File: src/ntt_settings.svh
// NTT settings: modulus, coefficient width, Barrett constant and pipeline latencies
`ifndef NTT_SETTINGS_SVH
`define NTT_SETTINGS_SVH

// --------------------------------------------------
// Modulus arithmetic
// --------------------------------------------------

// Prime modulus q = 2^23 - 2^13 + 1
`define NTT_Q 23'd8380417

// Coefficient width, every value is kept below q
`define NTT_REG_SIZE 23

// Barrett constant floor(2^46 / q), 24 bits wide
`define NTT_BARRETT_MU 24'd8396807

// --------------------------------------------------
// Pipeline latencies in clock cycles
// --------------------------------------------------

// Product, quotient estimate, reduced remainder
`define NTT_MULT_LATENCY 3

// One ct, gs or pwm butterfly
// Multiplier plus one add/sub stage
`define NTT_BF_LATENCY 4

// Pointwise add or subtract, a single registered add/sub
`define NTT_PWAS_LATENCY 1

`endif
File: src/ntt_pkg.sv
// NTT package: butterfly operating mode shared by the datapath and the bench
`default_nettype none

package ntt_pkg;

    // Butterfly mode
    // ct  : forward butterfly, u + w*v and u - w*v
    // gs  : inverse butterfly, u + v and (u - v)*w
    // pwm : pointwise multiply, optional accumulate
    // pwa : pointwise add
    // pws : pointwise subtract
    typedef enum logic [2:0] {
        ct  = 3'd0,
        gs  = 3'd1,
        pwm = 3'd2,
        pwa = 3'd3,
        pws = 3'd4
    } ntt_mode_t;

endpackage

`default_nettype wire

File: src/ntt_butterfly.sv
// Butterfly unit: ct and gs butterflies plus pointwise multiply, add and subtract mod q
`timescale 1ns/10ps
`default_nettype none
`include "ntt_settings.svh"

module ntt_butterfly
    import ntt_pkg::*;
(
    input  wire                      clk,
    input  wire                      reset_n,
    input  wire                      zeroize_i,
    input  wire ntt_mode_t           mode_i,
    input  wire                      accumulate_i,
    input  wire [`NTT_REG_SIZE-1:0]  u_i,
    input  wire [`NTT_REG_SIZE-1:0]  v_i,
    input  wire [`NTT_REG_SIZE-1:0]  w_i,
    output logic [`NTT_REG_SIZE-1:0] u_o,
    output logic [`NTT_REG_SIZE-1:0] v_o,
    output logic [`NTT_REG_SIZE-1:0] pw_res_o
);

    // --------------------------------------------------
    // Modular add and subtract, operands below q
    // --------------------------------------------------

    function automatic logic [`NTT_REG_SIZE-1:0] mod_add(
        input logic [`NTT_REG_SIZE-1:0] a,
        input logic [`NTT_REG_SIZE-1:0] b
    );
        logic [`NTT_REG_SIZE:0] s;
        s = {1'b0, a} + {1'b0, b};
        if (s >= {1'b0, `NTT_Q}) begin
            s = s - {1'b0, `NTT_Q};
        end
        return s[`NTT_REG_SIZE-1:0];
    endfunction

    function automatic logic [`NTT_REG_SIZE-1:0] mod_sub(
        input logic [`NTT_REG_SIZE-1:0] a,
        input logic [`NTT_REG_SIZE-1:0] b
    );
        logic [`NTT_REG_SIZE:0] d;
        d = {1'b0, a} - {1'b0, b};
        // Wrapped difference, fold back by adding q
        if (a < b) begin
            d = d + {1'b0, `NTT_Q};
        end
        return d[`NTT_REG_SIZE-1:0];
    endfunction

    // Front add/sub on the raw inputs
    logic [`NTT_REG_SIZE-1:0] add_in;
    logic [`NTT_REG_SIZE-1:0] sub_in;

    // Front stage: gs difference or pwa/pws result, twiddle aligned to it
    logic [`NTT_REG_SIZE-1:0] s1_r;
    logic [`NTT_REG_SIZE-1:0] w_r;

    // Delay line running alongside the multiplier
    logic [`NTT_REG_SIZE-1:0]                        dly_in;
    logic [`NTT_MULT_LATENCY-1:0][`NTT_REG_SIZE-1:0] dly_r;

    // Multiplier operands and product
    logic [`NTT_REG_SIZE-1:0] mult_a;
    logic [`NTT_REG_SIZE-1:0] mult_b;
    logic [`NTT_REG_SIZE-1:0] prod;

    // Back stage results
    logic [`NTT_REG_SIZE-1:0] u_r;
    logic [`NTT_REG_SIZE-1:0] v_r;

    assign add_in = mod_add(u_i, v_i);
    assign sub_in = mod_sub(u_i, v_i);

    // --------------------------------------------------
    // Operand routing per mode
    // --------------------------------------------------

    always_comb begin
        case (mode_i)
            ct: begin
                // w*v now, u waits in the delay line
                mult_a = w_i;
                mult_b = v_i;
                dly_in = u_i;
            end
            gs: begin
                // Difference is registered first, so w is taken one cycle late
                // Sum enters the delay line directly, ready at the back stage
                mult_a = s1_r;
                mult_b = w_r;
                dly_in = add_in;
            end
            pwm: begin
                // Addend rides the delay line, zero without accumulate
                mult_a = u_i;
                mult_b = v_i;
                dly_in = accumulate_i ? w_i : '0;
            end
            default: begin
                mult_a = '0;
                mult_b = '0;
                dly_in = '0;
            end
        endcase
    end

    ntt_mod_mult mult_i (
        .clk       (clk),
        .reset_n   (reset_n),
        .zeroize_i (zeroize_i),
        .a_i       (mult_a),
        .b_i       (mult_b),
        .p_o       (prod)
    );

    // --------------------------------------------------
    // Front stage and delay line
    // --------------------------------------------------

    always_ff @(posedge clk or negedge reset_n) begin
        if (!reset_n) begin
            s1_r  <= '0;
            w_r   <= '0;
            dly_r <= '0;
        end else if (zeroize_i) begin
            s1_r  <= '0;
            w_r   <= '0;
            dly_r <= '0;
        end else begin
            // pwa keeps the sum, gs and pws keep the difference
            s1_r  <= (mode_i == pwa) ? add_in : sub_in;
            w_r   <= w_i;
            dly_r <= {dly_r[`NTT_MULT_LATENCY-2:0], dly_in};
        end
    end

    // --------------------------------------------------
    // Back stage, lands 4 cycles after the inputs
    // --------------------------------------------------

    always_ff @(posedge clk or negedge reset_n) begin
        if (!reset_n) begin
            u_r <= '0;
            v_r <= '0;
        end else if (zeroize_i) begin
            u_r <= '0;
            v_r <= '0;
        end else begin
            // ct: u + w*v, pwm: u*v + w, gs: delayed sum
            u_r <= (mode_i == gs) ? dly_r[`NTT_MULT_LATENCY-1]
                                  : mod_add(dly_r[`NTT_MULT_LATENCY-1], prod);
            // ct only: u - w*v
            v_r <= mod_sub(dly_r[`NTT_MULT_LATENCY-1], prod);
        end
    end

    assign u_o = u_r;

    // In gs the product itself arrives in the back-stage cycle
    assign v_o = (mode_i == gs) ? prod : v_r;

    // pwa/pws come from the front stage, pwm from the back stage
    assign pw_res_o = (mode_i inside {pwa, pws}) ? s1_r : u_r;

endmodule

`default_nettype wire

File: src/ntt_mod_mult.sv
// Modular multiplier: a*b mod q by Barrett reduction in three pipeline stages
`timescale 1ns/10ps
`default_nettype none
`include "ntt_settings.svh"

module ntt_mod_mult (
    input  wire                      clk,
    input  wire                      reset_n,
    input  wire                      zeroize_i,
    input  wire [`NTT_REG_SIZE-1:0]  a_i,
    input  wire [`NTT_REG_SIZE-1:0]  b_i,
    output logic [`NTT_REG_SIZE-1:0] p_o
);

    // Stage 1: full 46-bit product
    logic [2*`NTT_REG_SIZE-1:0] prod_r;

    // Stage 2: quotient estimate plus product carried along
    logic [3*`NTT_REG_SIZE:0]   est_full;
    logic [`NTT_REG_SIZE:0]     qhat_r;
    logic [2*`NTT_REG_SIZE-1:0] prod_d_r;

    // Stage 3 datapath
    logic [2*`NTT_REG_SIZE:0]   qq_full;
    logic [`NTT_REG_SIZE+1:0]   rem_raw;
    logic [`NTT_REG_SIZE+1:0]   rem_red;

    // --------------------------------------------------
    // Barrett quotient estimate
    // --------------------------------------------------

    // Full precision a*mu, keep bits above 2^46
    // Estimate is at most one below floor(a/q) since a < q^2 < 2^46
    assign est_full = prod_r * `NTT_BARRETT_MU;

    // --------------------------------------------------
    // Remainder and final correction
    // --------------------------------------------------

    assign qq_full = qhat_r * `NTT_Q;

    // Remainder is below 2q < 2^24, so 25 low bits are enough
    assign rem_raw = prod_d_r[`NTT_REG_SIZE+1:0] - qq_full[`NTT_REG_SIZE+1:0];

    // One conditional subtract brings it below q
    always_comb begin
        if (rem_raw >= {2'b00, `NTT_Q}) begin
            rem_red = rem_raw - {2'b00, `NTT_Q};
        end else begin
            rem_red = rem_raw;
        end
    end

    // --------------------------------------------------
    // Pipeline registers
    // --------------------------------------------------

    always_ff @(posedge clk or negedge reset_n) begin
        if (!reset_n) begin
            prod_r   <= '0;
            qhat_r   <= '0;
            prod_d_r <= '0;
            p_o      <= '0;
        end else if (zeroize_i) begin
            prod_r   <= '0;
            qhat_r   <= '0;
            prod_d_r <= '0;
            p_o      <= '0;
        end else begin
            // Stage 1
            prod_r   <= a_i * b_i;
            // Stage 2
            qhat_r   <= est_full[3*`NTT_REG_SIZE:2*`NTT_REG_SIZE];
            prod_d_r <= prod_r;
            // Stage 3, result below q
            p_o      <= rem_red[`NTT_REG_SIZE-1:0];
        end
    end

endmodule

`default_nettype wire

File: config.mk
export PLATFORM = sky130hd
export DESIGN_NAME = ntt_butterfly
export DESIGN_NICKNAME = d
export VERILOG_FILES = /design/src/ntt_pkg.sv /design/src/ntt_butterfly.sv /design/src/ntt_mod_mult.sv
export VERILOG_INCLUDE_DIRS = /design/src /design/src/src
export SDC_FILE = /design/constraint.sdc
export NUM_CORES = 2
export LEC_CHECK = 0
export ABC_AREA = 1
export BUFFER_PORTS_ARGS = -buffer_cell sky130_fd_sc_hd__buf_2
export CORE_ASPECT_RATIO = 1.2
export CORE_MARGIN = 2
export CORE_UTILIZATION = 66
export CTS_BUF_LIST = sky130_fd_sc_hd__clkbuf_16
export CTS_CLUSTER_SIZE = 25
export DETAILED_ROUTE_END_ITERATION = 16
export PLACE_DENSITY = 0.95
export SLEW_MARGIN = 20
export SYNTH_ARGS = -nofsm -noshare
export SYNTH_HDL_FRONTEND = slang
export SYNTH_SLANG_ARGS = --single-unit
export TNS_END_PERCENT = 5
File: constraint.sdc
create_clock -name clk -period 8.36 [get_ports clk]
set_clock_uncertainty 0.05 [all_clocks]
set_input_delay 1.254 -clock clk [delete_from_list [all_inputs] [get_ports clk]]
set_output_delay 1.254 -clock clk [all_outputs]
set_load 0.005 [all_outputs]
Word level (Yosys, flattened, before mapping)

Cells that the tools add are included.

Logic and storage cells: 58
Input port bits: 76
Output and inout port bits: 69
Bits in registers: 279

Add/sub/neg operators: 10
$lt $le $gt $ge: 5
Reduce and logical (&&, ||, !) cells: 3
Multipliers: 3
Muxes and demuxes: 22
Equality and inequality tests: 4

Operators with widths:

| operator                                                                | count |
|---|---|
| 23-bit 2-to-1 mux                                                       | 15 |
| 23-bit one-hot mux with 3 select lines                                  | 2 |
| 46-bit by 24-bit multiplier with 70-bit output, second input constant   | 1 |
| 69-bit 2-to-1 mux                                                       | 1 |
| 23-bit subtractor, second input constant                                | 3 |
| 23-bit by 23-bit adder with 24-bit output                               | 2 |
| 24-bit by 23-bit >= comparator with 1-bit output, second input constant | 2 |
| 23-bit adder, second input constant                                     | 2 |
| 23-bit < comparator                                                     | 2 |
| 23-bit by 23-bit multiplier with 46-bit output                          | 1 |
| 46-bit 2-to-1 mux                                                       | 1 |
| 23-bit one-hot mux with 2 select lines                                  | 1 |
| 23-bit subtractor                                                       | 2 |
| 25-bit by 23-bit >= comparator with 1-bit output, second input constant | 1 |
| 24-bit by 23-bit multiplier with 25-bit output, second input constant   | 1 |
| 25-bit 2-to-1 mux                                                       | 1 |
| 25-bit subtractor                                                       | 1 |
| 24-bit 2-to-1 mux                                                       | 1 |
| 3-bit by 2-bit equality test with 1-bit output, second input constant   | 2 |
| 3-bit by 1-bit equality test with 1-bit output, second input constant   | 1 |
| 3-bit equality test, second input constant                              | 1 |
| 3-bit zero test                                                         | 1 |
| 2-bit nonzero test                                                      | 1 |
| 2-bit OR reduction                                                      | 1 |

Logic depth before layout (Yosys ltp)

Depth after elaboration: 5
Gate-level depth with buffers: 39
Gate-level depth less buffers: 37

By module

A second synthesis with hierarchy kept.

Cell total of the unflattened synthesis: 7,024
Area, all modules: 50,890.1 sq um

By module, submodules not included:

| module        | area each (sq um) | times used | cells each | seq. area each (sq um) |
|---|---|---|---|---|
| ntt_mod_mult  | 34,996.1          | 1          | 4,496      | 2,952.8 |
| ntt_butterfly | 15,894.0          | 1          | 2,528      | 4,028.9 |

Worst setup path after synthesis

OpenSTA, ideal clock, no wires.

Kind: input to register
Start: in mode_i[0]
End: reg mult_i.prod_r[38]
Stages on the path: 31
Data arrival time: 8,224 ps
Path buffers: 2
Library setup time: 77 ps
Data required time: 8,233 ps
Slack: 9 ps
Path through: nor2_1 -> inv_1 -> nor2_1 -> inv_1 -> clkbuf_1 -> o221ai_1 -> clkbuf_1 -> nand2_1 -> fa_1 -> fa_1 -> inv_1 -> fa_1 -> inv_1 -> fa_1 -> inv_1 -> fa_1 -> fa_1 -> inv_1 -> fa_1 -> inv_1 -> ha_1 -> nand2_1 -> nor4_1 -> inv_1 -> o21ai_0 -> a21oi_1 -> o21ai_0 -> a21oi_1 -> o21bai_1 -> o21ai_0 -> a21oi_1

Longest elaborated chain between the ends: 5
Elaborated cells on any way between the ends: 8
Classes of those cells: mul (1); eq/ne (2); mux (3); reduce/logical (2)

RTL lines:

| item                                                                              | line                | text |
|---|---|---|
| start, declared                                                                   | ntt_butterfly.sv:12 | `input wire ntt_mode_t mode_i,` |
| 3-bit by 2-bit equality test with 1-bit output or 3-bit zero test (tied branches) | ntt_butterfly.sv:80 | `case (mode_i)` |
| 2-bit OR reduction (no source line)                                               | -                   |  |
| 23-bit one-hot mux with 2 select lines                                            | ntt_butterfly.sv:80 |  |
| 23-bit by 23-bit multiplier with 46-bit output *                                  | ntt_mod_mult.sv:71  | `prod_r <= a_i * b_i;` |
| 46-bit 2-to-1 mux *                                                               | ntt_mod_mult.sv:64  | `end else if (zeroize_i) begin` |
| end signal, assigned                                                              | ntt_mod_mult.sv:71  |  |
| end, declared                                                                     | ntt_mod_mult.sv:16  | `` logic [2*`NTT_REG_SIZE-1:0] prod_r; `` |

Mark *: on every way between the ends. The rest lies on a longest branch, timed or not.

Worst setup path after layout

Start: in mode_i[0]
End: reg mult_i.prod_r[18]

The elaborated chain is that of the path after synthesis.

==> run metrics <==
status complete, but fails checks; failing checks setup timing; Post-Syn Area 0.05041 sq mm; Crit. End Element flip-flop; Setup CP Type input pin to flip-flop; RSZ-0062 raised after global routing true; Area contributors post-synth fa_1 24%, ha_1 15%, dfrtp_1 14%; max cap viols 0; clock slew at reported path FFs ~0.070 ns; fin nets about 8,400; Worst Tran Pin Value roughly 0.93 ns; WP data required 8.80 ns; Netlist cell types 67; Synth async-reset ratio 1.000; Worst Hold Path EP dly_r[44]; synthesis-stage register bit count 279; CP startpoint kind input pin; PostCTS Resize Cnt 0; Global Route Usage Sum 0.4486; Routed WL roughly 180,000 microns; hold depth 2; Critical Path Most Common Cell fa_1; WL per Instance approximately 21 microns; layout cells sized above 1 0.09163; via count slightly below 50,000; final critical-path required period around 9 ns; number of port buffers between 100 and 150; Bufs on Longest Clock Path 3; Slew Viols, Final 0; yosys warns 0; Post-synth top flop dfrtp_1; DRT antenna net count 0; Final period util 1.053; crit path max fanout 18; Starting Density 0.6636; Net Count, Synth 8,172; flop-to-flop setup slack about 0.7 ns; final hold violations 0; syn avg cell area 7.304 sq um; first-pass GRT wire length 272,500 microns; worst skew pair latency around 0.63 ns; R2R depth 27; reg2reg end mult_i.prod_r[18]; HPWL after detailed placement roughly 140,000 microns; GRT overflow 0; core area between 0.07 and 0.08 sq mm; cell family with most CP delay adder cells; first-pass iteration count of the detailed router 10; Worst path slowest cell fa_1; Synth-to-Final Area Change 9.948%; CP Buf/Inv Count 13; min-delay worst type flip-flop to flip-flop; FP Rows 111; Placed Area ~0.054 sq mm; io pins ~150; TritonCTS clock tree done; WP data arrival 9.24 ns; First DRT Iteration DRCs a little over 5,000; relative slew slack 0.3759; GP Congestion roughly 1.1; Final setup viols 22; Post-route DRC 0; hold_buf cts 0; post-route cell area between 0.05 and 0.06 sq mm; most common cell after layout, fill and taps aside inv_1; total die area approximately 0.079 sq mm; post-CTS setup buffers 0; crit-path max cell delay slightly above 0.6 ns; most frequent cells in the layout 1,623 x inv_1, 1,503 x nand2_1, 605 x fa_1; Via density between 5 and 6; H-tree lvl count 2; TritonCTS Buffers 34; Chip Height 306.8 microns; Num Clock Sinks 279; sequential-to-total area share from yosys stat 0.1385; Max Freq 0.1136 GHz; Gate Count Post-Synth between 6,000 and 7,000; worst hold start dly_r[21]; vias in the first global route slightly above 50,000; post-synth top area share 0.2406; worst r2r src s1_r[7]; largest net degree at the start of global routing a little under 200; number of synthesized flops with an enable pin 0; initial antenna violation count 15; CTS Root Cell clkbuf_16; final worst slack -0.4414 ns; leading area contributor after synthesis fa_1; DIE WIDTH between 200 and 300 microns
-- worst min-delay path: stages, from the launching register on --
cell,delay (ns)
dfrtp_1,0.32
inv_1,0.04
nor2_1,0.07
-- cells in the mapped netlist (3+ instances only) --
library cell / instances
a221oi_1: 10
mux2_2: 22
ha_1: 588
nand3_1: 235
fa_1: 606
a21oi_1: 396
nor3_2: 5
o21bai_1: 17
o21ai_1: 41
xor2_2: 8
a21boi_0: 4
nand4_1: 95
nand2_2: 17
buf_6: 9
clkbuf_1: 154
o221ai_1: 26
nor2_2: 13
o211ai_1: 14
o311ai_0: 3
inv_2: 16
buf_4: 10
a31oi_1: 20
a21boi_1: 4
clkinv_1: 3
buf_1: 6
a21oi_2: 4
xnor2_1: 35
xor2_1: 103
o21a_1: 25
nand2_1: 1507
a21o_1: 14
inv_1: 1624
nor2_1: 579
nand3_2: 6
dfrtp_1: 279
nor4_1: 9
buf_2: 24
nand3b_1: 6
xnor2_2: 4
o21ai_0: 281
nor3_1: 46
-- flip-flops by register name (all words and copies together) (netlist names) --
name / cells
dly_r: 69
u_o: 23
v_r: 23
mult_i.prod_r: 46
w_r: 23
mult_i.p_o: 23
mult_i.prod_d_r: 25
s1_r: 23
mult_i.qhat_r: 24
-- metrics by stage --
stage                     std cells  setup TNS (ns)  hold WS, ns  setup slack, ns  utilization
final                          8229          -3.548       0.3767          -0.4414       0.7296
after detailed placement       8158          -7.867       0.3950          -0.5386       0.7123
after floorplan                6902               0       0.3840         0.008951            -
after global placement         8158          -1.935       0.3898          -0.2953       0.7123
after global routing           8223          -11.58       0.3928          -0.7532       0.7294
after CTS                      8219               0       0.3857          0.03090       0.7275
-- kinds of logic (layout without fill, tap and decap cells) --
family	after synthesis	in the layout	share of synthesized area
AOI/OAI and AO/OA	880	880	0.09682
xor gates and xnor gates	150	150	0.02785
adders and majority gates	1194	1194	0.3866
buffers and inverters	1848	2149	0.1404
DFF	279	279	0.1385
muxes	22	22	0.004914
other	0	9	0
and+or+nand+nor	2529	2529	0.2050
-- worst max path at each step --
stage	from	to	cells past startpoint
6_report	mode_i[0]	mult_i.prod_r[18]	31
2_1_floorplan	mode_i[0]	mult_i.prod_r[38]	31
5_1_grt	mode_i[0]	mult_i.prod_r[38]	35
3_5_place_dp	mode_i[0]	mult_i.prod_r[42]	33
3_3_place_gp	mode_i[0]	mult_i.prod_r[38]	33
4_1_cts	mode_i[0]	mult_i.prod_r[42]	33
-- layer usage --
layer | vias to the layer above | global-route usage | wire (microns)
li1 | 21653 | - | -
met1 | 23100 | 0.4903 | 58430
met4 | 10 | 0.3370 | 16450
met5 | - | 0 | 82
met3 | 1139 | 0.1133 | 18000
met2 | 3123 | 0.7547 | 82850
-- cell type report --
class	instances	area [sq um]
Timing Repair Buffer	444	3201
Inverter	1644	6173
Sequential cell	279	6982
Fill cell	5685	20540
Antenna cell	9	22.52
Tap cell	1017	1272
Multi-Input combinational cell	4775	36620
Clock inverter	27	304.0
Clock buffer	34	850.8
Power is left out: the tool's default activity adds up to more than one toggle a clock period on the data nets, which glitch-free logic cannot reach.
